File: src/hdl/chip_pkg.sv
// Chip-level constants
// Pad counts, JTAG lane map, tie-offs and TAP instruction codes
`default_nettype none

package chip_pkg;

  ////////////////////////////////////////
  // Pad counts
  ////////////////////////////////////////

  localparam int NumMioPads = 8;
  localparam int NumDioPads = 4;
  localparam int NumIos     = NumMioPads + NumDioPads;  // MIO lanes first, then DIO

  ////////////////////////////////////////
  // JTAG lane indices
  ////////////////////////////////////////

  localparam int JtagEnIdx = 6;               // Strap, JTAG active while high
  localparam int TrstIdx   = 7;
  localparam int TckIdx    = NumMioPads + 0;
  localparam int TmsIdx    = NumMioPads + 1;
  localparam int TdiIdx    = NumMioPads + 2;
  localparam int TdoIdx    = NumMioPads + 3;

  // Lanes taken over while JTAG is active
  localparam logic [NumIos-1:0] JtagLaneMask = (NumIos'(1) << JtagEnIdx) |
                                               (NumIos'(1) << TrstIdx)   |
                                               (NumIos'(1) << TckIdx)    |
                                               (NumIos'(1) << TmsIdx)    |
                                               (NumIos'(1) << TdiIdx)    |
                                               (NumIos'(1) << TdoIdx);

  // Core sees idle-high TMS and TRST_N on taken lanes
  localparam logic [NumIos-1:0] TieOffValues = (NumIos'(1) << TmsIdx) |
                                               (NumIos'(1) << TrstIdx);

  ////////////////////////////////////////
  // TAP
  ////////////////////////////////////////

  localparam int          IrWidth = 4;
  localparam logic [31:0] IdCode  = 32'h1b07_3a5d;

  localparam logic [IrWidth-1:0] InstrIdcode   = 4'd1;
  localparam logic [IrWidth-1:0] InstrGpioOut  = 4'd2;
  localparam logic [IrWidth-1:0] InstrGpioOe   = 4'd3;
  localparam logic [IrWidth-1:0] InstrGpioAttr = 4'd4;
  localparam logic [IrWidth-1:0] InstrGpioIn   = 4'd5;
  localparam logic [IrWidth-1:0] InstrBypass   = 4'd15;

  // Register selector for TAP updates into the GPIO block
  typedef enum logic [1:0] {
    GpioSelOut  = 2'd0,
    GpioSelOe   = 2'd1,
    GpioSelAttr = 2'd2
  } gpio_sel_e;

endpackage : chip_pkg

`default_nettype wire

File: src/hdl/jtag_overlay_mux.sv
// JTAG overlay mux
// Strap pad hands five pads plus the strap to the TAP, core gets tie-offs
`timescale 1ns/1ps
`default_nettype none

module jtag_overlay_mux (
  input  logic                        clk_i,
  input  logic                        rst_n_i,
  // Padring side
  input  logic [chip_pkg::NumIos-1:0] pad_in_i,
  output logic [chip_pkg::NumIos-1:0] pad_out_o,
  output logic [chip_pkg::NumIos-1:0] pad_oe_o,
  // Core side
  input  logic [chip_pkg::NumIos-1:0] core_out_i,
  input  logic [chip_pkg::NumIos-1:0] core_oe_i,
  output logic [chip_pkg::NumIos-1:0] core_in_o,
  // TAP side
  output logic                        jtag_tck_o,
  output logic                        jtag_tms_o,
  output logic                        jtag_tdi_o,
  output logic                        jtag_trst_n_o,
  input  logic                        jtag_tdo_i,
  input  logic                        jtag_tdo_oe_i
);

  localparam logic [chip_pkg::NumIos-1:0] TdoMask = chip_pkg::NumIos'(1) << chip_pkg::TdoIdx;
  localparam logic [chip_pkg::NumIos-1:0] Mask    = chip_pkg::JtagLaneMask;

  logic jtag_en_q;

  // Registered strap select
  always_ff @(posedge clk_i) begin
    if (!rst_n_i) begin
      jtag_en_q <= 1'b0;
    end else begin
      jtag_en_q <= pad_in_i[chip_pkg::JtagEnIdx];
    end
  end

  ////////////////////////////////////////
  // Lane steering
  ////////////////////////////////////////

  // Taken lanes go quiet except TDO, which the TAP owns
  assign pad_out_o = jtag_en_q ? ((core_out_i & ~Mask) | ({chip_pkg::NumIos{jtag_tdo_i}} & TdoMask))
                               : core_out_i;
  assign pad_oe_o  = jtag_en_q ? ((core_oe_i & ~Mask) | ({chip_pkg::NumIos{jtag_tdo_oe_i}} & TdoMask))
                               : core_oe_i;

  assign core_in_o = jtag_en_q ? ((pad_in_i & ~Mask) | (chip_pkg::TieOffValues & Mask))
                               : pad_in_i;

  // Idle values and TAP held in reset while the strap is low
  assign jtag_tck_o    = jtag_en_q ? pad_in_i[chip_pkg::TckIdx]  : 1'b0;
  assign jtag_tms_o    = jtag_en_q ? pad_in_i[chip_pkg::TmsIdx]  : 1'b1;
  assign jtag_tdi_o    = jtag_en_q ? pad_in_i[chip_pkg::TdiIdx]  : 1'b0;
  assign jtag_trst_n_o = jtag_en_q ? pad_in_i[chip_pkg::TrstIdx] : 1'b0;

endmodule : jtag_overlay_mux

`default_nettype wire

File: config.mk
export PLATFORM = sky130hd
export DESIGN_NAME = jtag_overlay_mux
export DESIGN_NICKNAME = d
export VERILOG_FILES = /design/src/hdl/chip_pkg.sv /design/src/hdl/jtag_overlay_mux.sv
export SDC_FILE = /design/constraint.sdc
export NUM_CORES = 1
export LEC_CHECK = 0
export BUFFER_PORTS_ARGS = -buffer_cell sky130_fd_sc_hd__buf_2
export CORE_MARGIN = 3
export CORE_UTILIZATION = 21
export DETAILED_ROUTE_END_ITERATION = 10
export PLACE_DENSITY = 0.88
export SYNTH_ARGS = -nofsm -noshare
export SYNTH_HDL_FRONTEND = slang
export SYNTH_SLANG_ARGS = --single-unit
File: constraint.sdc
create_clock -name clk_i -period 0.9 [get_ports clk_i]
set_input_delay 0.09 -clock clk_i [delete_from_list [all_inputs] [get_ports clk_i]]
set_output_delay 0.09 -clock clk_i [all_outputs]
set_load 0.01 [all_outputs]
==> results.cfg <==
[yosys]
mapped_avg_cell_area_um2 = 7.39
seq_area_frac_synth_pct = 6.15
mappedNetlistArea_um2 = 325
yosysUniqueCellTypes = 9
synthesis.nets = 84
netlist_instances = 44
ys_warn_count = 0
synth_seq_cells = 1

[routing]
detail_route.wirelength_um = 864
route.vias.total = 343
post_drt_via_cell_ratio = 4.04
drt_pre_antenna_iters = 1
antenna_violating_nets_post_route = 0
average_wire_length_per_cell_after_detail_routing_um = 10.2
drc_errors = 0
drt-initial-drc-count = 0

[worst_setup_path]
worstPathArrival_ns = 0.81
critPathLaunchType = flip-flop
criticalPathCategory = reg2out
endpoint_kind = primary output
worst-path-max-fanout = 5
cp.required_ns = 0.81

[timing]
worst_slew_pin_slew_ns = 0.102
min_period_ns = 0.905
finalSetupViolCount = 2
timing.final.hold_violations = 0
report.final.slew_viol_count = 0
post-route-worst-setup-slack_ns = -0.00492
worst_relative_slew_slack_pct = 93.2
grt_setup_unrepaired = yes
fmax_mhz = 1110
min_period_over_period_pct = 101

[floorplan]
initial_core_util_pct = 23.5
design.portCount = 80
placement_row_count = 13
floorplan.die.width_um = 45.4
design.die.area_um2 = 2060
die_height_um = 45.4
fp.coreArea_um2 = 1380

[pwr]
pwr-share-seq_pct = 19.6
power_switching_uw = 92.4
cell_leakage_power_uw = 0.000266
netSwitchingFraction_pct = 35.8
power.density_nw_per_um2 = 573
total_power_uw = 258
peakVddDrop_uv = 300
combinationalPowerShare_pct = 80.4
p_int_uw = 166
part_of_the_power_in_the_clock_network_pct = 0

[layout]
finalNetCount = 112
largest_register = jtag_en_q
area_growth_syn_to_layout_pct = 38.5
layout_common_cells = sky130_fd_sc_hd__buf_2, sky130_fd_sc_hd__nor2b_1, sky130_fd_sc_hd__and2_1
post_route_cells_drive_above_1_share_pct = 71.4
fillCellCount = 151
final_common_cell = sky130_fd_sc_hd__buf_2
largest_register_ff_count = 1
final_area_um2 = 450
top_regs = jtag_en_q x1
antenna_cell_count = 0

[job]
max_cap_viol_count = 0

[worst_hold_path]
timing.hold.worst.class = in2out
whs_path_depth = 0
worst_hold_startpoint = pad_in_i[4]
holdPathEnd = core_in_o[4]

[placement]
numPortBuffers = 43
placedInstanceArea_um2 = 423
dp_hpwl_um = 753
gp_routability_congestion = 0.733

[global_route]
grt_usage_pct = 6.80
first_pass_grt_wire_length_um = 1120
grt.overflow.total = 0
grt_start_max_net_pins = 14
grt_antenna_before_repair = 0
first_global_vias = 289

[clocking]
cts.hold.buffers_added = 0
cts.reportedPaths.clkPinSlew_ns = 0

[run_status]
result_of_the_run = complete, but fails checks
failing_checks = negative setup slack
==> repair_timing <==
item | in CTS | in global routing
endpoints found under the setup margin | 6 | 4
gates cloned | 0 | 1
resized for setup | 4 | 2
buffers inserted | 0 | 0
hold endpoints to repair | 0 | 0
pin swaps | 0 | 2
==> how the worst max path moves through the flow <==
| stage | depth (start not counted) | to | start | slack (ns) |
|---|---|---|---|---|
| 2_1_floorplan | 1 | pad_oe_o[11] | jtag_en_q | 0.08 |
| 3_3_place_gp | 3 | core_in_o[7] | jtag_en_q | -0.04 |
| 3_5_place_dp | 3 | core_in_o[7] | jtag_en_q | -0.05 |
| 4_1_cts | 3 | core_in_o[7] | jtag_en_q | -0.006 |
| 5_1_grt | 2 | pad_oe_o[11] | jtag_en_q | -0.02 |
| 6_report | 2 | pad_oe_o[11] | jtag_en_q | -0.005 |
==> critical path, stage by stage (launching register included) <==
cell and delay (ns):
sky130_fd_sc_hd__dfxtp_4 0.35, sky130_fd_sc_hd__mux2_2 0.34, sky130_fd_sc_hd__buf_6 0.12
==> kinds of logic after synthesis <==
family	Yosys count	synth area share, %
and+or+nand+nor	21	40.4
buffers and inverters	20	46.5
muxes	2	6.92
DFF	1	6.15
==> metal layers <==
metal / share of wire, % / global-route usage (%) / up-vias / wire length [um]
met4: 0.93 / 1.17 / 0 / 8
met1: 27 / 5.65 / 134 / 236
met2: 50 / 14.7 / 41 / 428
li1: - / - / 166 / -
met3: 22 / 2.39 / 2 / 191
met5: 0 / 0 / - / 0
==> layout make-up <==
type	count	area (um^2)	area share, %
Multi-Input combinational cell	23	156	34.7
Sequential cell	1	23.8	5.28
Tap cell	15	18.8	4.17
Timing Repair Buffer	46	251	55.8
==> through the flow <==
| stage | hold WS [ns] | util (%) | setup TNS (ns) | cells | worst slack (ns) |
|---|---|---|---|---|---|
| 2_1_floorplan | 0.212 | - | 0 | 44 | 0.0803 |
| 3_3_place_gp | 0.180 | 30.6 | -0.150 | 84 | -0.0433 |
| 6_report | 0.180 | 32.6 | -0.00960 | 85 | -0.00492 |
| 5_1_grt | 0.180 | 32.6 | -0.0563 | 85 | -0.0211 |
| 3_5_place_dp | 0.180 | 30.6 | -0.177 | 84 | -0.0518 |
| 4_1_cts | 0.180 | 31.9 | -0.0184 | 84 | -0.00604 |
==> power groups by stage <==
stage	combinational, uW	sequential [uW]	clock (uW)
2_1_floorplan	176	50.1	0
3_3_place_gp	192	50.5	0
3_5_place_dp	197	50.5	0
4_1_cts	209	51.5	0
5_1_grt	227	51.3	0
6_report	207	50.6	0
==> synthesized netlist by cell type (all sizes together) <==
| cell | instances | area share, % |
|---|---|---|
| and2 | 4 | 7.7 |
| buf | 20 | 47 |
| dfxtp | 1 | 6.2 |
| mux2 | 2 | 6.9 |
| nand2b | 1 | 1.9 |
| nor2b | 14 | 27 |
| or2 | 2 | 3.8 |
(Power assumes the default switching activity.)
