File: src/hdl/chip_pkg.sv
// Chip-level constants
// Pad counts, JTAG lane map, tie-offs and TAP instruction codes
`default_nettype none

package chip_pkg;

  ////////////////////////////////////////
  // Pad counts
  ////////////////////////////////////////

  localparam int NumMioPads = 8;
  localparam int NumDioPads = 4;
  localparam int NumIos     = NumMioPads + NumDioPads;  // MIO lanes first, then DIO

  ////////////////////////////////////////
  // JTAG lane indices
  ////////////////////////////////////////

  localparam int JtagEnIdx = 6;               // Strap, JTAG active while high
  localparam int TrstIdx   = 7;
  localparam int TckIdx    = NumMioPads + 0;
  localparam int TmsIdx    = NumMioPads + 1;
  localparam int TdiIdx    = NumMioPads + 2;
  localparam int TdoIdx    = NumMioPads + 3;

  // Lanes taken over while JTAG is active
  localparam logic [NumIos-1:0] JtagLaneMask = (NumIos'(1) << JtagEnIdx) |
                                               (NumIos'(1) << TrstIdx)   |
                                               (NumIos'(1) << TckIdx)    |
                                               (NumIos'(1) << TmsIdx)    |
                                               (NumIos'(1) << TdiIdx)    |
                                               (NumIos'(1) << TdoIdx);

  // Core sees idle-high TMS and TRST_N on taken lanes
  localparam logic [NumIos-1:0] TieOffValues = (NumIos'(1) << TmsIdx) |
                                               (NumIos'(1) << TrstIdx);

  ////////////////////////////////////////
  // TAP
  ////////////////////////////////////////

  localparam int          IrWidth = 4;
  localparam logic [31:0] IdCode  = 32'h1b07_3a5d;

  localparam logic [IrWidth-1:0] InstrIdcode   = 4'd1;
  localparam logic [IrWidth-1:0] InstrGpioOut  = 4'd2;
  localparam logic [IrWidth-1:0] InstrGpioOe   = 4'd3;
  localparam logic [IrWidth-1:0] InstrGpioAttr = 4'd4;
  localparam logic [IrWidth-1:0] InstrGpioIn   = 4'd5;
  localparam logic [IrWidth-1:0] InstrBypass   = 4'd15;

  // Register selector for TAP updates into the GPIO block
  typedef enum logic [1:0] {
    GpioSelOut  = 2'd0,
    GpioSelOe   = 2'd1,
    GpioSelAttr = 2'd2
  } gpio_sel_e;

endpackage : chip_pkg

`default_nettype wire

File: src/hdl/gpio_ctrl.sv
// GPIO controller
// Output, output-enable and invert registers loaded by TAP updates
`timescale 1ns/1ps
`default_nettype none

module gpio_ctrl (
  input  logic                        clk_i,
  input  logic                        rst_n_i,
  // Update from the TAP
  input  logic                        upd_valid_i,
  input  chip_pkg::gpio_sel_e         upd_sel_i,
  input  logic [chip_pkg::NumIos-1:0] upd_data_i,
  // To the lanes
  output logic [chip_pkg::NumIos-1:0] core_out_o,
  output logic [chip_pkg::NumIos-1:0] core_oe_o,
  output logic [chip_pkg::NumIos-1:0] attr_o,
  // Read-back to the TAP
  output logic [chip_pkg::NumIos-1:0] gpio_out_o,
  output logic [chip_pkg::NumIos-1:0] gpio_oe_o,
  output logic [chip_pkg::NumIos-1:0] gpio_attr_o
);

  logic [chip_pkg::NumIos-1:0] out_q, oe_q, attr_q;

  // Always accepts, one register per pulse
  always_ff @(posedge clk_i) begin
    if (!rst_n_i) begin
      out_q  <= '0;
      oe_q   <= '0;  // All pads released
      attr_q <= '0;
    end else if (upd_valid_i) begin
      case (upd_sel_i)
        chip_pkg::GpioSelOut:  out_q  <= upd_data_i;
        chip_pkg::GpioSelOe:   oe_q   <= upd_data_i;
        chip_pkg::GpioSelAttr: attr_q <= upd_data_i;
        default: ;
      endcase
    end
  end

  assign core_out_o = out_q;
  assign core_oe_o  = oe_q;
  assign attr_o     = attr_q;

  assign gpio_out_o  = out_q;
  assign gpio_oe_o   = oe_q;
  assign gpio_attr_o = attr_q;

endmodule : gpio_ctrl

`default_nettype wire

File: config.mk
export PLATFORM = sky130hd
export DESIGN_NAME = gpio_ctrl
export DESIGN_NICKNAME = d
export VERILOG_FILES = /design/src/hdl/chip_pkg.sv /design/src/hdl/gpio_ctrl.sv
export SDC_FILE = /design/constraint.sdc
export NUM_CORES = 1
export LEC_CHECK = 0
export BUFFER_PORTS_ARGS = -buffer_cell sky130_fd_sc_hd__buf_2
export CORE_MARGIN = 1
export CORE_UTILIZATION = 40
export CTS_CLUSTER_SIZE = 28
export DETAILED_ROUTE_END_ITERATION = 8
export PLACE_DENSITY = 0.73
export SLEW_MARGIN = 15
export SYNTH_ARGS = -nofsm -noshare
export SYNTH_HDL_FRONTEND = slang
export SYNTH_SLANG_ARGS = --single-unit
File: constraint.sdc
create_clock -name clk_i -period 2.6 [get_ports clk_i]
set_clock_uncertainty 0.1 [all_clocks]
set_input_delay 0.39 -clock clk_i [delete_from_list [all_inputs] [get_ports clk_i]]
set_output_delay 0.39 -clock clk_i [all_outputs]
set_load 0.005 [all_outputs]
==> impl_metrics.py, run 1 <==
metrics = {
    "global_route": {
        "grt_pass1_vias": 932,
        "antenna_found_initial": 0,
        "grt_first_pass_wirelength_um": 4430,
        "grt_overflow": 0,
        "grt_max_degree": 49,
        "grt_use_total_pct": 14.0,
    },
    "worst_setup_path": {
        "crit_type": "in2reg",
        "required_ns": 2.71,
        "path_delay_family": "simple AND/OR/NAND/NOR gates",
        "arrival_ns": 1.53,
        "cp_num_buf_inv": 1,
        "crit_chain": "buf_2, nor3b_4, mux2i_1",
        "cpPeakStageDelay_ns": 0.75,
        "cp_max_fo": 12,
        "startpoint_type": "input pin",
        "worst_path_max_delay_cell": "nor3b_4",
        "endpoint_kind": "flip-flop",
    },
    "placement": {
        "gp_congestion": 0.678,
        "placed_area_mm2": 0.00180,
        "io_buffers": 88,
        "hpwl_um": 2040,
    },
    "floorplan": {
        "die_w_um": 65.7,
        "initial_utilization_pct": 43.0,
        "coreArea_mm2": 0.00377,
        "fp-row-count": 22,
        "die_h_um": 65.7,
        "die-area_mm2": 0.00431,
        "pin_count": 89,
    },
    "pwr": {
        "clkPwrFrac_pct": 36.3,
        "combinationalPowerShare_pct": 10.1,
        "p_sw_mw": 0.253,
        "powerDensity_mw_per_mm2": 577,
        "intPower_mw": 0.836,
        "p_seq_share_pct": 53.6,
        "total_power_mw": 1.09,
        "peakVddDrop_v": 0.000331,
        "leakage_nw": 1.11,
        "swShare_pct": 23.2,
    },
    "timing": {
        "relSlewSlack_pct": 40.8,
        "fin_crit_sh_pct": 54.7,
        "hold_violations": 0,
        "worst_slew_pin_slew_ns": 0.887,
        "period_minus_slack_ns": 1.42,
        "slew_viol_final": 0,
        "grt_setup_unrepaired": "false",
        "whs_ns": 0.300,
        "setup_tns_ns": 0,
        "setup_viol": 0,
        "fmax_mhz": 704,
    },
    "synthesis": {
        "synth_seq_area_share_pct": 44.4,
        "ys_async_sr_fraction_pct": 0,
        "syn-instance-count": 167,
        "synth_top_area_share_pct": 44.4,
        "post-synth-top-count-cell": "nand2_1",
        "synth_commonest_cells": "nand2_1 (48), buf_4 (36), dfxtp_1 (36), mux2i_1 (36)",
        "synth_fp_nets": 184,
        "yosys-top-cells-area": "dfxtp_1 (44%), mux2i_1 (22%), buf_4 (17%), nand2_1 (11%), buf_6 (2.1%)",
        "yosysTopAreaCell": "dfxtp_1",
        "yosysWarnings": 0,
        "synth.distinct_cells": 9,
        "synth-seq-cells": 36,
        "synth_edf_count": 0,
        "synthFlopType": "dfxtp_1",
        "syn-mean-instance-area_um2": 9.71,
        "syn_area_mm2": 0.00162,
    },
    "clock_network": {
        "cts_tree": "yes",
        "cts-root-buf": "clkbuf_8",
        "htreeDepth": 2,
        "hold_buffers": 0,
        "clk_pin_slew_worst_paths_ns": 0.07,
        "numCtsBuffers": 5,
        "clock_sinks": 36,
        "ctsResizeCount": 0,
        "cts_max_path_buffers": 2,
        "cts_setup_buffers": 0,
        "clkLatencyLatePin_ns": 0.28,
    },
    "finish": {
        "antennaDiodeCount": 0,
        "drive_gt1_share_pct": 44.3,
        "design_area_mm2": 0.00189,
        "fin_util_pct": 50.1,
        "fin_nets": 235,
        "area_growth_pct": 16.4,
    },
    "detailed_routing": {
        "firstDrtPassIters": 4,
        "antenna_left": 0,
        "via_count": 1182,
        "drt-total-wl_um": 2900,
        "wl_per_cell_um": 10.8,
        "drt_iter0_drc": 54,
        "vias_per_cell": 4.43,
        "drc": 0,
    },
    "min_path": {
        "hold_path_class": "in2reg",
    },
    "status": {
        "outcome": "completed",
    },
    "run": {
        "max-cap-violations": 0,
    },
}
## logic make-up (layout without fill, tap and decap cells)
| logic type | after synthesis | count (layout) | share of synthesized area, % |
|---|---|---|---|
| AND/OR/NAND/NOR | 51 | 51 | 13.2 |
| multiplexers | 36 | 36 | 22.2 |
| buffers and inverters | 44 | 96 | 20.1 |
| flip-flops | 36 | 36 | 44.4 |
## placed cells by master (no fill, tap or decap)
master / count
dfxtp_1: 36
nor3b_4: 1
nand3b_1: 2
nand2_1: 48
buf_2: 88
mux2i_1: 36
clkbuf_8: 6
clkinv_2: 2
## metal layers
layer	up-vias	track usage, %	part of all wire, %
met5	-	0	0
met1	515	17.5	46
met4	0	4.89	0.59
met3	2	6.25	8.4
met2	60	21.2	45
li1	605	-	-
## flip-flops by register name, indices dropped and copies added, names as in the netlist
| signal | count |
|---|---|
| core_oe_o | 12 |
| core_out_o | 12 |
| attr_o | 12 |
## worst paths after layout
kind             startpoint             to  slack [ns]  cells after the start
min reg2reg   core_out_o[5]  core_out_o[5]        0.36                      2
max reg2reg       attr_o[7]      attr_o[7]        1.82                      2
max            upd_sel_i[1]  core_out_o[8]        1.18                      3
min          upd_data_i[11]  core_oe_o[11]        0.30                      3
## final cells by class
class | count | area, um2
Fill cell | 374 | 1880
Sequential cell | 36 | 721
Multi-Input combinational cell | 87 | 574
Timing Repair Buffer | 88 | 440
Clock buffer | 6 | 82.6
Tap cell | 48 | 60.1
Clock inverter | 2 | 10.0
## stage by stage
step                      cells  worst slack, ns
after floorplan             167             1.44
after global placement      259            0.890
after detailed placement    259            0.865
after CTS                   267             1.16
after global routing        267             1.10
final                       267             1.18
## power groups by stage
stage,combinational [mW],sequential [mW],clock (mW)
global route,0.123,0.587,0.446
CTS,0.112,0.584,0.414
global placement,0.111,0.596,0
detailed placement,0.112,0.597,0
floorplan,0.0811,0.598,0
finish,0.110,0.584,0.396
## worst min-delay path, cell delays in order
cell     delay (ns)
buf_2          0.09
nand2_1        0.08
mux2i_1        0.07
(Power assumes the default switching activity.)
==> run 2: changes to the inputs <==
ABC_AREA = 1   (was unset)
PLACE_DENSITY = 0.71   (was 0.73)
clock period = 1.4 ns   (was 2.6 ns; I/O delays follow)
==> run 2 against run 1 <==
  * Worst hold slack lost 0.22 ns
  * Synthesized cell count rose by 62%
  * Sequential power up 92%
  * Via count grew 33%
  * Largest power group unchanged
  * Global-route usage up 1.7 points
  * Clock power is 100% higher
  * Critical path type is now reg2out
  * Highest routed layer unchanged
  * Final area grew 12%
  * Cell count grew 39%
  * Utilization is 2.3 points lower
  * Sequential share of layout area decreased by 4.0 points
==> impl_metrics.py, run 2 <==
metrics = {
    "worst_setup_path": {
        "crit_path_end": "core_out_o[5]",
        "reg2reg_depth": 4,
        "worst_path_max_delay_cell": "dfxtp_1",
        "cp_max_fo": 3,
        "required_ns": 1.09,
        "crit_cells": 1,
        "startpoint_type": "flip-flop",
        "crit_type": "reg2out",
        "cp_num_buf_inv": 1,
        "r2r-end": "attr_o[7]",
        "rrSetupSlack_ns": 0.65,
        "crit_chain": "buf_2",
        "cpPeakStageDelay_ns": 0.38,
        "timing.rr.start": "attr_o[7]",
        "path_delay_family": "flip-flops",
        "arrival_ns": 0.80,
        "critical_path.startpoint": "core_out_o[5]",
        "endpoint_kind": "output port",
    },
    "pwr": {
        "intPower_mw": 1.66,
        "peakVddDrop_v": 0.000396,
        "combinationalPowerShare_pct": 14.6,
        "leakage_nw": 1.31,
        "p_sw_mw": 0.580,
        "swShare_pct": 25.9,
        "total_power_mw": 2.24,
        "p_seq_share_pct": 49.7,
        "clkPwrFrac_pct": 35.6,
        "powerDensity_mw_per_mm2": 1060,
    },
    "finish": {
        "multi_input_area_um2": 617,
        "antennaDiodeCount": 0,
        "drive_gt1_share_pct": 31.8,
        "fillCellCount": 465,
        "area_growth_pct": 12.8,
        "fin_nets": 335,
        "seq_area_um2": 721,
        "final_common_cell": "buf_2",
        "layout_common_cells": "buf_2 (88), nand2_1 (60), nor2_1 (60)",
    },
    "synthesis": {
        "syn-mean-instance-area_um2": 6.93,
        "synth_fp_nets": 287,
        "yosysWarnings": 0,
        "synth_seq_area_share_pct": 38.5,
        "synthFlopType": "dfxtp_1",
        "synth.distinct_cells": 14,
        "yosysTopAreaCell": "dfxtp_1",
        "yosys-top-cells-area": "dfxtp_1 (39%), buf_4 (16%), nand2_1 (12%), nor2_1 (12%), inv_1 (7.4%)",
        "ys_async_sr_fraction_pct": 0,
        "synth_commonest_cells": "nand2_1 (60), nor2_1 (60), buf_4 (39), inv_1 (37), dfxtp_1 (36)",
        "synth-seq-cells": 36,
        "synth_edf_count": 0,
        "syn-instance-count": 270,
        "synth_top_area_share_pct": 38.5,
        "syn_area_mm2": 0.00187,
    },
    "floorplan": {
        "fp-row-count": 24,
        "die_h_um": 70.4,
        "die_w_um": 70.4,
        "die-area_mm2": 0.00495,
        "pin_count": 89,
        "coreArea_mm2": 0.00441,
        "initial_utilization_pct": 42.4,
    },
    "detailed_routing": {
        "drc": 0,
        "wl_per_cell_um": 10.1,
        "via_count": 1574,
        "drt_iter0_drc": 63,
        "vias_per_cell": 4.25,
        "drt-total-wl_um": 3740,
        "firstDrtPassIters": 2,
        "antenna_left": 0,
    },
    "global_route": {
        "grt_overflow": 0,
        "grt_use_total_pct": 15.7,
        "antenna_found_initial": 0,
        "grt_first_pass_wirelength_um": 5940,
        "grt_pass1_vias": 1263,
        "grt_max_degree": 37,
    },
    "placement": {
        "io_buffers": 88,
        "gp_congestion": 0.737,
        "hpwl_um": 2650,
    },
    "timing": {
        "fmax_mhz": 902,
        "period_minus_slack_ns": 1.11,
        "setup_viol": 0,
        "setup_tns_ns": 0,
        "fin_crit_sh_pct": 79.2,
        "hold_violations": 0,
        "worst_slew_pin_slew_ns": 0.493,
        "slew_viol_final": 0,
        "relSlewSlack_pct": 67.0,
        "grt_setup_unrepaired": "false",
    },
    "clock_network": {
        "cts_max_path_buffers": 2,
        "ctsResizeCount": 0,
        "numCtsBuffers": 5,
        "hold_buffers": 0,
        "cts-root-buf": "clkbuf_8",
        "clkLatencyLatePin_ns": 0.29,
        "clock_sinks": 36,
        "clk_pin_slew_worst_paths_ns": 0.07,
        "cts_setup_buffers": 0,
        "cts_tree": "yes",
        "htreeDepth": 2,
    },
    "status": {
        "outcome": "completed",
    },
    "min_path": {
        "hold_path_class": "in2reg",
    },
    "run": {
        "max-cap-violations": 0,
    },
}
## run 2: per-stage QoR
| step | setup slack, ns | std cells | hold slack, ns | utilization (%) | cell area (um2) |
|---|---|---|---|---|---|
| 6_report | 0.291 | 370 | 0.0774 | 47.8 | 2110 |
| 5_1_grt | 0.246 | 370 | 0.0736 | 47.8 | 2110 |
| 4_1_cts | 0.281 | 370 | 0.0710 | 47.8 | 2110 |
| 3_5_place_dp | 0.147 | 363 | 0.380 | 45.6 | 2010 |
| 3_3_place_gp | 0.167 | 363 | 0.372 | 45.6 | 2010 |
| 2_1_floorplan | 0.485 | 270 | 0.245 | - | 1870 |
## run 2: worst min-delay path by stage
| stage | from | endpoint | slack [ns] | cells past startpoint |
|---|---|---|---|---|
| floorplan | upd_data_i[0] | attr_o[0] | 0.24 | 2 |
| global placement | upd_data_i[4] | core_oe_o[4] | 0.37 | 3 |
| detailed placement | upd_data_i[0] | core_oe_o[0] | 0.38 | 3 |
| CTS | upd_data_i[8] | core_oe_o[8] | 0.07 | 3 |
| global route | upd_data_i[4] | attr_o[4] | 0.07 | 3 |
| finish | upd_data_i[8] | core_oe_o[8] | 0.08 | 3 |
## run 2: kinds of logic after synthesis
family | after synthesis | synth area share (%)
buffers and inverters | 87 | 28.5
AND/OR/NAND/NOR | 135 | 29.8
AO/OA/AOI/OAI | 12 | 3.21
flip-flops | 36 | 38.5
## run 2: cell type report
cell class	count	share of cell area [%]
flip-flops and latches	36	34.2
inverters	38	6.76
clock buffers	7	4.57
well taps	52	3.08
multi-input cells	147	29.2
repair buffers	90	22.2
## run 2: power by group through the flow
stage	logic, mW	registers (mW)	clock network [mW]
after CTS	0.332	1.12	0.825
after detailed placement	0.331	1.14	0
final	0.328	1.12	0.799
after floorplan	0.252	1.14	0
after global placement	0.328	1.14	0
after global routing	0.371	1.12	0.878
## run 2: layer usage
layer | vias to the layer above | global-route usage (%) | wire, um
met4 | 0 | 7.33 | 51
met1 | 662 | 19.4 | 1770
met5 | - | 0 | 0
li1 | 848 | - | -
met2 | 59 | 23.8 | 1640
met3 | 5 | 6.20 | 280
