`src/hdl/chip_pkg.sv`:
```
// Chip-level constants
// Pad counts, JTAG lane map, tie-offs and TAP instruction codes
`default_nettype none

package chip_pkg;

  ////////////////////////////////////////
  // Pad counts
  ////////////////////////////////////////

  localparam int NumMioPads = 8;
  localparam int NumDioPads = 4;
  localparam int NumIos     = NumMioPads + NumDioPads;  // MIO lanes first, then DIO

  ////////////////////////////////////////
  // JTAG lane indices
  ////////////////////////////////////////

  localparam int JtagEnIdx = 6;               // Strap, JTAG active while high
  localparam int TrstIdx   = 7;
  localparam int TckIdx    = NumMioPads + 0;
  localparam int TmsIdx    = NumMioPads + 1;
  localparam int TdiIdx    = NumMioPads + 2;
  localparam int TdoIdx    = NumMioPads + 3;

  // Lanes taken over while JTAG is active
  localparam logic [NumIos-1:0] JtagLaneMask = (NumIos'(1) << JtagEnIdx) |
                                               (NumIos'(1) << TrstIdx)   |
                                               (NumIos'(1) << TckIdx)    |
                                               (NumIos'(1) << TmsIdx)    |
                                               (NumIos'(1) << TdiIdx)    |
                                               (NumIos'(1) << TdoIdx);

  // Core sees idle-high TMS and TRST_N on taken lanes
  localparam logic [NumIos-1:0] TieOffValues = (NumIos'(1) << TmsIdx) |
                                               (NumIos'(1) << TrstIdx);

  ////////////////////////////////////////
  // TAP
  ////////////////////////////////////////

  localparam int          IrWidth = 4;
  localparam logic [31:0] IdCode  = 32'h1b07_3a5d;

  localparam logic [IrWidth-1:0] InstrIdcode   = 4'd1;
  localparam logic [IrWidth-1:0] InstrGpioOut  = 4'd2;
  localparam logic [IrWidth-1:0] InstrGpioOe   = 4'd3;
  localparam logic [IrWidth-1:0] InstrGpioAttr = 4'd4;
  localparam logic [IrWidth-1:0] InstrGpioIn   = 4'd5;
  localparam logic [IrWidth-1:0] InstrBypass   = 4'd15;

  // Register selector for TAP updates into the GPIO block
  typedef enum logic [1:0] {
    GpioSelOut  = 2'd0,
    GpioSelOe   = 2'd1,
    GpioSelAttr = 2'd2
  } gpio_sel_e;

endpackage : chip_pkg

`default_nettype wire

```
`src/hdl/jtag_tap.sv`:
```
// JTAG TAP controller running on the system clock
// TCK is oversampled, DRs are IDCODE, BYPASS and the GPIO registers
`timescale 1ns/1ps
`default_nettype none

module jtag_tap (
  input  logic                        clk_i,
  input  logic                        rst_n_i,
  // JTAG lanes, already synchronized
  input  logic                        jtag_tck_i,
  input  logic                        jtag_tms_i,
  input  logic                        jtag_tdi_i,
  input  logic                        jtag_trst_n_i,
  output logic                        jtag_tdo_o,
  output logic                        jtag_tdo_oe_o,
  // GPIO read-back
  input  logic [chip_pkg::NumIos-1:0] gpio_out_i,
  input  logic [chip_pkg::NumIos-1:0] gpio_oe_i,
  input  logic [chip_pkg::NumIos-1:0] gpio_attr_i,
  input  logic [chip_pkg::NumIos-1:0] gpio_in_i,
  // GPIO update
  output logic                        upd_valid_o,
  output chip_pkg::gpio_sel_e         upd_sel_o,
  output logic [chip_pkg::NumIos-1:0] upd_data_o
);

  typedef enum logic [3:0] {
    TestLogicReset, RunTestIdle, SelectDrScan, CaptureDr, ShiftDr, Exit1Dr, PauseDr,
    Exit2Dr, UpdateDr, SelectIrScan, CaptureIr, ShiftIr, Exit1Ir, PauseIr, Exit2Ir, UpdateIr
  } tap_state_e;

  tap_state_e                   state_q, state_d;
  logic [chip_pkg::IrWidth-1:0] ir_q, ir_shift_q;
  logic [31:0]                  dr_q, dr_capture, dr_shifted;
  logic                         tck_q, tdo_q, upd_en;
  logic                         tap_rst, tck_rise, tck_fall;

  assign tap_rst  = !rst_n_i || !jtag_trst_n_i;
  assign tck_rise =  jtag_tck_i & ~tck_q;  // One-flop edge detect
  assign tck_fall = ~jtag_tck_i &  tck_q;

  always_comb begin
    case (state_q)
      TestLogicReset: state_d = jtag_tms_i ? TestLogicReset : RunTestIdle;
      RunTestIdle:    state_d = jtag_tms_i ? SelectDrScan   : RunTestIdle;
      SelectDrScan:   state_d = jtag_tms_i ? SelectIrScan   : CaptureDr;
      CaptureDr:      state_d = jtag_tms_i ? Exit1Dr        : ShiftDr;
      ShiftDr:        state_d = jtag_tms_i ? Exit1Dr        : ShiftDr;
      Exit1Dr:        state_d = jtag_tms_i ? UpdateDr       : PauseDr;
      PauseDr:        state_d = jtag_tms_i ? Exit2Dr        : PauseDr;
      Exit2Dr:        state_d = jtag_tms_i ? UpdateDr       : ShiftDr;
      UpdateDr:       state_d = jtag_tms_i ? SelectDrScan   : RunTestIdle;
      SelectIrScan:   state_d = jtag_tms_i ? TestLogicReset : CaptureIr;
      CaptureIr:      state_d = jtag_tms_i ? Exit1Ir        : ShiftIr;
      ShiftIr:        state_d = jtag_tms_i ? Exit1Ir        : ShiftIr;
      Exit1Ir:        state_d = jtag_tms_i ? UpdateIr       : PauseIr;
      PauseIr:        state_d = jtag_tms_i ? Exit2Ir        : PauseIr;
      Exit2Ir:        state_d = jtag_tms_i ? UpdateIr       : ShiftIr;
      default:        state_d = jtag_tms_i ? SelectDrScan   : RunTestIdle;  // UpdateIr
    endcase
  end

  ////////////////////////////////////////
  // Instruction decode
  ////////////////////////////////////////

  always_comb begin
    dr_shifted = {1'b0, dr_q[31:1]};
    dr_capture = '0;
    upd_en     = 1'b0;
    upd_sel_o  = chip_pkg::GpioSelOut;
    case (ir_q)
      chip_pkg::InstrIdcode: begin
        dr_capture     = chip_pkg::IdCode;
        dr_shifted[31] = jtag_tdi_i;
      end
      chip_pkg::InstrGpioOut: begin
        dr_capture[chip_pkg::NumIos-1:0] = gpio_out_i;
        dr_shifted[chip_pkg::NumIos-1]   = jtag_tdi_i;
        upd_en = 1'b1;
      end
      chip_pkg::InstrGpioOe: begin
        dr_capture[chip_pkg::NumIos-1:0] = gpio_oe_i;
        dr_shifted[chip_pkg::NumIos-1]   = jtag_tdi_i;
        upd_en    = 1'b1;
        upd_sel_o = chip_pkg::GpioSelOe;
      end
      chip_pkg::InstrGpioAttr: begin
        dr_capture[chip_pkg::NumIos-1:0] = gpio_attr_i;
        dr_shifted[chip_pkg::NumIos-1]   = jtag_tdi_i;
        upd_en    = 1'b1;
        upd_sel_o = chip_pkg::GpioSelAttr;
      end
      chip_pkg::InstrGpioIn: begin  // Read-only
        dr_capture[chip_pkg::NumIos-1:0] = gpio_in_i;
        dr_shifted[chip_pkg::NumIos-1]   = jtag_tdi_i;
      end
      default: dr_shifted[0] = jtag_tdi_i;  // BYPASS and unknown codes
    endcase
  end

  ////////////////////////////////////////
  // Sequential
  ////////////////////////////////////////

  always_ff @(posedge clk_i) begin
    if (tap_rst) begin
      state_q <= TestLogicReset;
      ir_q    <= chip_pkg::InstrIdcode;
      tck_q   <= 1'b0;
      tdo_q   <= 1'b0;
    end else begin
      tck_q <= jtag_tck_i;
      if (tck_rise) begin
        state_q <= state_d;
        if (state_q == TestLogicReset) ir_q <= chip_pkg::InstrIdcode;
        if (state_d == UpdateIr)       ir_q <= ir_shift_q;
      end
      if (tck_fall) begin
        tdo_q <= (state_q == ShiftIr) ? ir_shift_q[0] : dr_q[0];
      end
    end
  end

  // Shift paths
  always_ff @(posedge clk_i) begin
    if (tck_rise) begin
      case (state_q)
        CaptureIr: ir_shift_q <= chip_pkg::IrWidth'(1);
        ShiftIr:   ir_shift_q <= {jtag_tdi_i, ir_shift_q[chip_pkg::IrWidth-1:1]};
        CaptureDr: dr_q       <= dr_capture;
        ShiftDr:   dr_q       <= dr_shifted;
        default: ;
      endcase
    end
  end

  assign jtag_tdo_o    = tdo_q;
  assign jtag_tdo_oe_o = (state_q == ShiftDr) || (state_q == ShiftIr);

  // Pulse on the edge that enters Update-DR
  assign upd_valid_o = tck_rise && upd_en && (state_d == UpdateDr);
  assign upd_data_o  = dr_q[chip_pkg::NumIos-1:0];

endmodule : jtag_tap

`default_nettype wire

```
`config.mk`:
```
export PLATFORM = sky130hd
export DESIGN_NAME = jtag_tap
export DESIGN_NICKNAME = d
export VERILOG_FILES = /design/src/hdl/chip_pkg.sv /design/src/hdl/jtag_tap.sv
export SDC_FILE = /design/constraint.sdc
export NUM_CORES = 1
export LEC_CHECK = 0
export ABC_CLOCK_PERIOD_IN_PS = 4700
export BUFFER_PORTS_ARGS = -buffer_cell sky130_fd_sc_hd__buf_2
export CORE_MARGIN = 2
export CORE_UTILIZATION = 50
export CTS_BUF_LIST = sky130_fd_sc_hd__clkbuf_8
export DETAILED_ROUTE_END_ITERATION = 10
export GPL_TIMING_DRIVEN = 0
export PLACE_DENSITY = 0.76
export REMOVE_ABC_BUFFERS = 1
export SLEW_MARGIN = 20
export SYNTH_ARGS = -nofsm -noshare
export SYNTH_HDL_FRONTEND = slang
export SYNTH_SLANG_ARGS = --single-unit
export TNS_END_PERCENT = 100
```
`constraint.sdc`:
```
create_clock -name clk_i -period 4.7 [get_ports clk_i]
set_input_delay 0.47 -clock clk_i [delete_from_list [all_inputs] [get_ports clk_i]]
set_output_delay 0.47 -clock clk_i [all_outputs]
set_load 0.01 [all_outputs]
```
==> impl_metrics.py, run 1 <==
metrics = {
    "run_status": {
        "status": "completed",
    },
    "synthesis": {
        "synthAdderAreaFrac_pct": 0,
        "synth_top_family_by_area": "simple AND/OR/NAND/NOR gates",
        "syn_area_per_cell_um2": 9.89,
        "ys_top_cells_by_area": "edfxtp_1 (40%), dfxtp_1 (7.4%), mux2i_1 (5.9%)",
        "synthTopCellsByCount": "edfxtp_1 (36), nand2_1 (35), nor2_1 (19)",
        "synth-edff-count": 36,
        "syn_inst": 274,
        "yosysUniqueCellTypes": 55,
        "synth_top_flop_cell": "edfxtp_1",
        "yosysSeqAreaShare_pct": 47.3,
        "yosys.area_share.simple_pct": 21.6,
        "synth_warnings": 0,
        "synth_xor_area_share_pct": 0.323,
        "async_reset_ff_share_pct": 0,
        "synth-compound-area-share_pct": 16.4,
        "yosysMostFrequentCell": "edfxtp_1",
        "synth_area_leader_cell": "edfxtp_1",
        "yosysTopAreaCellShare_pct": 39.9,
        "synth.mux.area_fraction_pct": 5.91,
        "synth_area_um2": 2710,
        "ys_seq_elements": 46,
    },
    "detailed_routing": {
        "wl_mm": 5.46,
        "num_vias": 2145,
        "first_pass_iters": 4,
        "wl_per_cell_um": 14.0,
        "dr.first_iter.drc_count": 182,
        "ant_nets": 0,
        "drc": 0,
        "vias_per_cell": 5.49,
    },
    "power_and_ir_drop": {
        "cellLeakagePower_nw": 1.24,
        "powerDensity_nw_per_um2": 235,
        "vdd_drop_max_mv": 0.178,
    },
    "worst_setup_path": {
        "cp.arrival_ns": 2.11,
        "worst_path_largest_cell_delay_ns": 0.84,
        "crit_type": "flop to output port",
        "critPathTopFamily": "flip-flops",
        "r2r_start": "state_q[2]$_SDFFE_PP0P_",
        "path_cells": "nand2b_4, or3_1, o21ai_0, buf_2",
        "r2r_setup_slack_ns": 2.43,
        "cp.required_ns": 4.23,
        "critPathSlowestCell": "dfxtp_1",
        "worstSetupStartpointType": "flop",
        "worst_setup_path_end_kind": "output port",
        "reg2reg_depth": 5,
        "r2r_end": "dr_q[20]$_SDFFCE_PN0P_",
        "path_max_fanout": 24,
        "crit_buf_inv": 1,
    },
    "cells_and_area": {
        "diodes": 0,
        "fillers": 444,
        "multi_input_area_um2": 1210,
        "nets": 374,
        "final_cells": 391,
        "regArea_um2": 1280,
        "utilization_pct": 59.2,
        "drive_gt1_share_pct": 28.3,
        "area.growth.synth_to_final_pct": 13.0,
    },
    "worst_hold_path": {
        "min_to": "tck_q$_SDFF_PP0_",
        "worstHoldPathCells": 3,
        "min_path_type": "input port to flop",
        "hold_path.startpoint": "jtag_tck_i",
    },
    "clocking": {
        "postCtsHoldBufs": 0,
        "cts_buffers": 5,
        "tritoncts": "built",
        "path_clk_slew_ns": 0.09,
        "htreeDepth": 2,
        "clock-sinks": 46,
        "cts_root_buf": "clkbuf_8",
        "post_cts_buffers": 0,
        "cts_buffer_depth": 2,
        "cts_resized": 0,
        "clock_latency_ns": 0.30,
    },
    "timing": {
        "hold_violations": 0,
        "tightest_slew_ns": 0.788,
        "fmax_ghz": 0.387,
        "report.final.slew_viol_count": 0,
        "setup_viol": 0,
        "rsz0062_at_grt": "no",
        "holdWs_ns": 0.453,
        "fin_crit_sh_pct": 55.0,
        "fin_crit_ns": 2.58,
        "clock_skew_ns": 0.0121,
        "tns_ns": 0,
        "slew_headroom_pct": 47.4,
    },
    "floorplanning": {
        "core-area_um2": 5170,
        "start_util_pct": 52.4,
        "io_pins": 71,
        "die_y_um": 77.6,
        "rows": 26,
        "die_w_um": 77.6,
        "die_area_um2": 6020,
    },
    "grt": {
        "grt.total_usage_pct": 18.5,
        "grt_max_degree": 32,
        "antenna_found_initial": 0,
        "grt_overflow_total": 0,
        "grt_pass1_wl_mm": 8.98,
        "grt_pass1_vias": 2012,
    },
    "place": {
        "portBuffers": 70,
        "gp_congestion": 0.786,
        "dp_hpwl_mm": 3.96,
        "dp_cells": 383,
    },
    "run": {
        "maxCapViolations": 0,
    },
}
## metrics by stage
step / setup WS, ns / total power, mW / cell area (um^2)
finish: 2.12 / 0.718 / 3060
global route: 1.96 / 0.747 / 3060
CTS: 2.12 / 0.728 / 3060
detailed placement: 2.42 / 0.494 / 2980
global placement: 0.209 / 0.493 / 2930
floorplan: 1.20 / 0.466 / 2490
## worst min-delay path, delay by kind of cell
| family | cells | cell delay [ns] |
|---|---|---|
| buffers and inverters | 2 | 0.15 |
| AND/OR/NAND/NOR | 1 | 0.09 |
## sequential cells by signal, summed over array words and instances (netlist names)
name	count
jtag_tdo_o	1
state_q	4
ir_shift_q	4
ir_q	4
dr_q	32
tck_q	1
## power by group
part	total (mW)	switching [mW]	internal [mW]
clock network	0.233	0.132	0.102
registers	0.439	0.00501	0.434
logic	0.0458	0.0197	0.0261
total	0.718	0.156	0.562
## metal layers
metal  track usage, %  wire length (um)
met5                0                 0
met4             4.64                46
met3             3.95               334
met2             30.8              2610
met1             24.5              2470
## area by class of cell
cell class              count  share of cell area (%)
clock buffers               5                    2.25
clock inverters             3                   0.531
inverters                   3                   0.368
multi-input cells         190                    39.4
flip-flops and latches     46                    41.9
well taps                  70                    2.86
repair buffers             74                    12.7
## logic make-up after synthesis
logic type / Yosys count
and+or+nand+nor: 111
AOI/OAI and AO/OA: 62
DFF: 46
buffers and inverters: 38
muxes: 16
xor gates and xnor gates: 1
## worst max path at each step
stage / from / end / depth (start not counted) / slack, ns
after detailed placement: state_q[1]$_SDFFE_PP0P_ / dr_q[21]$_SDFFCE_PN0P_ / 7 / 2.42
after floorplan: state_q[2]$_SDFFE_PP0P_ / dr_q[0]$_DFFE_PP_ / 2 / 1.20
after global placement: state_q[2]$_SDFFE_PP0P_ / dr_q[22]$_SDFFCE_PN0P_ / 2 / 0.21
final: state_q[2]$_SDFFE_PP0P_ / jtag_tdo_oe_o / 4 / 2.12
after global routing: state_q[2]$_SDFFE_PP0P_ / jtag_tdo_oe_o / 4 / 1.96
after CTS: state_q[2]$_SDFFE_PP0P_ / jtag_tdo_oe_o / 4 / 2.12
## cells in the final DEF, fill, tap and decap left out, types with 6 or more instances in the layout
master	n
o32a_1	6
nor2_1	19
a21oi_1	10
mux2i_1	16
nor2b_1	7
nor3_1	7
and2_1	13
dfxtp_1	9
o21ai_0	8
nand2_1	35
edfxtp_1	36
buf_2	70
o21ai_1	8
(Power assumes the default switching activity.)
==> inputs of run 2 (changes only) <==
ABC_AREA = 1   (was unset)
ABC_CLOCK_PERIOD_IN_PS = 2350   (was 4700)
CORE_UTILIZATION = 49   (was 50)
PLACE_DENSITY = 0.79   (was 0.76)
clock period = 2.35 ns   (was 4.7 ns; I/O delays follow)
==> run 2 against run 1 <==
  * Combinational power increased to 3.4 times the previous value
  * Hold slack lost 0.26 ns
  * Register-to-register slack worse by 2.0 ns
  * Global-route usage is 3.3 points higher
  * First-iteration DRC count up 27%
  * Critical path depth rose by 5
  * Utilization rose by 1.1 points
  * Critical path type unchanged
==> impl_metrics.py, run 2 <==
metrics = {
    "run_status": {
        "status": "completed",
    },
    "floorplanning": {
        "io_pins": 71,
        "die_y_um": 76.4,
        "core-area_um2": 5070,
        "die_area_um2": 5840,
        "start_util_pct": 50.7,
        "die_w_um": 76.4,
        "rows": 26,
    },
    "timing": {
        "setup_viol": 0,
        "fin_crit_ns": 2.12,
        "fmax_ghz": 0.471,
        "tns_ns": 0,
        "slew_headroom_pct": 54.1,
        "rsz0062_at_grt": "no",
        "clock_skew_ns": 0.00709,
        "hold_violations": 0,
        "fin_crit_sh_pct": 90.4,
        "post-route-worst-setup-slack_ns": 0.226,
        "report.final.slew_viol_count": 0,
        "tightest_slew_ns": 0.688,
    },
    "synthesis": {
        "yosysSeqAreaShare_pct": 49.8,
        "yosysUniqueCellTypes": 29,
        "synth_warnings": 0,
        "yosysTopAreaCellShare_pct": 42.0,
        "yosysMostFrequentCell": "nand2_1",
        "synthTopCellsByCount": "nand2_1 (104), edfxtp_1 (36), inv_1 (36), nor2_1 (36), nand3_1 (26)",
        "ys_top_cells_by_area": "edfxtp_1 (42%), nand2_1 (15%), dfxtp_1 (7.8%)",
        "async_reset_ff_share_pct": 0,
        "syn_area_per_cell_um2": 7.70,
        "syn_inst": 334,
        "synth_area_leader_cell": "edfxtp_1",
        "ys_seq_elements": 46,
        "synth_area_um2": 2570,
        "synth-edff-count": 36,
        "synth_top_flop_cell": "edfxtp_1",
    },
    "detailed_routing": {
        "vias_per_cell": 5.15,
        "wl_per_cell_um": 13.3,
        "ant_nets": 0,
        "num_vias": 2385,
        "dr.first_iter.drc_count": 232,
        "wl_mm": 6.17,
        "drc": 0,
        "first_pass_iters": 4,
    },
    "worst_setup_path": {
        "path_max_fanout": 12,
        "worst_path_largest_cell_delay_ns": 0.42,
        "worstSetupStartpointType": "flop",
        "cp.arrival_ns": 1.89,
        "critPathSlowestCell": "dfxtp_2",
        "crit_type": "flop to output port",
        "r2r_end": "dr_q[5]$_DFFE_PP_",
        "cp.required_ns": 2.12,
        "r2r_start": "state_q[2]$_SDFFE_PP0P_",
        "reg2reg_depth": 5,
        "path_cells": "nor2_2, nand2_4, nand2_2, inv_1, nand4_1, a21oi_1, nand2_1, nor3_1, buf_2",
        "worstSetupPathDepth": 9,
        "critPathTopFamily": "simple AND/OR/NAND/NOR gates",
        "crit_buf_inv": 2,
        "critPathCapture": "upd_valid_o",
        "r2r_setup_slack_ns": 0.41,
        "worst_setup_path_end_kind": "output port",
        "critPathLaunch": "state_q[3]$_SDFFE_PP0P_",
    },
    "clocking": {
        "cts_buffer_depth": 2,
        "postCtsHoldBufs": 0,
        "htreeDepth": 2,
        "clock_latency_ns": 0.31,
        "clock-sinks": 46,
        "path_clk_slew_ns": 0.09,
        "cts_buffers": 5,
        "tritoncts": "built",
        "cts_root_buf": "clkbuf_8",
    },
    "grt": {
        "grt_max_degree": 27,
        "antenna_found_initial": 0,
        "grt_overflow_total": 0,
        "grt_pass1_vias": 2212,
        "grt.total_usage_pct": 21.8,
        "grt_pass1_wl_mm": 10.2,
    },
    "power_and_ir_drop": {
        "p_int_mw": 1.26,
        "clkPwrFrac_pct": 36.3,
        "vdd_drop_max_mv": 0.466,
        "pwr-share-comb_pct": 9.4,
        "switchingPower_mw": 0.383,
        "p_seq_share_pct": 54.4,
        "powerDensity_nw_per_um2": 539,
        "switching_share_pct": 23.2,
        "cellLeakagePower_nw": 1.34,
    },
    "cells_and_area": {
        "drive_gt1_share_pct": 25.2,
        "regMostFlops": "dr_q",
        "largest_reg_flops": 32,
        "regArea_um2": 1290,
        "multi_input_area_um2": 1040,
        "nets": 446,
        "most-common-layout-cells": "nand2_1 (104), buf_2 (70), edfxtp_1 (36), inv_1 (35), nor2_1 (33)",
        "final_common_cell": "nand2_1",
        "area.growth.synth_to_final_pct": 19.0,
        "diodes": 0,
        "fillers": 484,
    },
    "worst_hold_path": {
        "min_path_type": "input port to flop",
        "worstHoldPathCells": 3,
    },
    "place": {
        "dp_hpwl_mm": 4.33,
        "gp_congestion": 0.876,
        "pre_cts_ws_ns": 0.223,
        "portBuffers": 70,
    },
    "run": {
        "maxCapViolations": 0,
    },
}
==> run 2: cell count changes after synthesis, moves of 9 or more <==
cell | previous run | this run
and2_1 | 13 | 0
buf_2 | 14 | 1
inv_1 | 3 | 36
mux2i_1 | 16 | 0
nand2_1 | 35 | 104
nand3_1 | 3 | 26
nor2_1 | 19 | 36
o21ai_0 | 8 | 17
==> run 2: how the worst min path moves through the flow <==
stage / slack, ns / to / startpoint
global placement: 0.45 / jtag_tdo_o$_SDFFE_PP0P_ / jtag_tdo_o$_SDFFE_PP0P_
CTS: 0.19 / tck_q$_SDFF_PP0_ / jtag_tck_i
detailed placement: 0.45 / jtag_tdo_o$_SDFFE_PP0P_ / jtag_tdo_o$_SDFFE_PP0P_
global route: 0.22 / tck_q$_SDFF_PP0_ / jtag_tck_i
finish: 0.19 / tck_q$_SDFF_PP0_ / jtag_tck_i
floorplan: 0.39 / tck_q$_SDFF_PP0_ / jtag_tck_i
==> run 2: final cells by class <==
class	instances	share of cell area, %
clock inverter	3	1.47
multi-input combinational	228	34.1
tap	70	2.86
timing repair buffer	71	12.4
sequential	46	42.0
inverter	40	4.91
clock buffer	5	2.25
==> run 2: kinds of logic (layout without fill, tap and decap cells) <==
group                  Yosys count  after routing  share of synthesized area, %
AOI/OAI and AO/OA               42             42                          9.10
buffers and inverters           61            119                          10.7
and+or+nand+nor                185            186                          30.4
DFF                             46             46                          49.8
==> run 2: layer usage <==
layer	vias up	track usage, %	wire length (um)
met3	11	3.32	266
met2	82	36.0	2970
li1	1206	-	-
met5	-	0	0
met4	0	8.18	104
met1	1086	29.0	2840
==> run 2: stage by stage <==
stage               hold WS (ns)  power (mW)  utilization, %  cell area (um^2)  cells
floorplan                  0.386       0.987               -              2450    313
global placement           0.450        1.06            56.8              2880    453
detailed placement         0.452        1.06            57.5              2920    454
CTS                        0.188        1.65            59.9              3040    462
global route               0.223        1.71            60.3              3060    463
finish                     0.191        1.65            60.3              3060    463
==> run 2: repair_timing <==
item                                    in CTS  in global routing
gates resized for setup                      2                  8
pin swaps                                    0                  1
cloned                                       0                  1
endpoints found under the setup margin       2                  1
setup buffers                                0                  0
endpoints found under the hold margin        0                  0
==> run 2: power groups by stage <==
| stage | Combinational, mW | Clock (mW) | Sequential [mW] |
|---|---|---|---|
| 2_1_floorplan | 0.0738 | 0 | 0.913 |
| 3_3_place_gp | 0.142 | 0 | 0.914 |
| 3_5_place_dp | 0.149 | 0 | 0.913 |
| 4_1_cts | 0.151 | 0.609 | 0.895 |
| 5_1_grt | 0.174 | 0.640 | 0.897 |
| 6_report | 0.154 | 0.598 | 0.896 |
==> run 2: tightest hold or removal path: stages <==
cell and delay, ns:
buf_2 0.07, inv_1 0.05, nor2_1 0.10
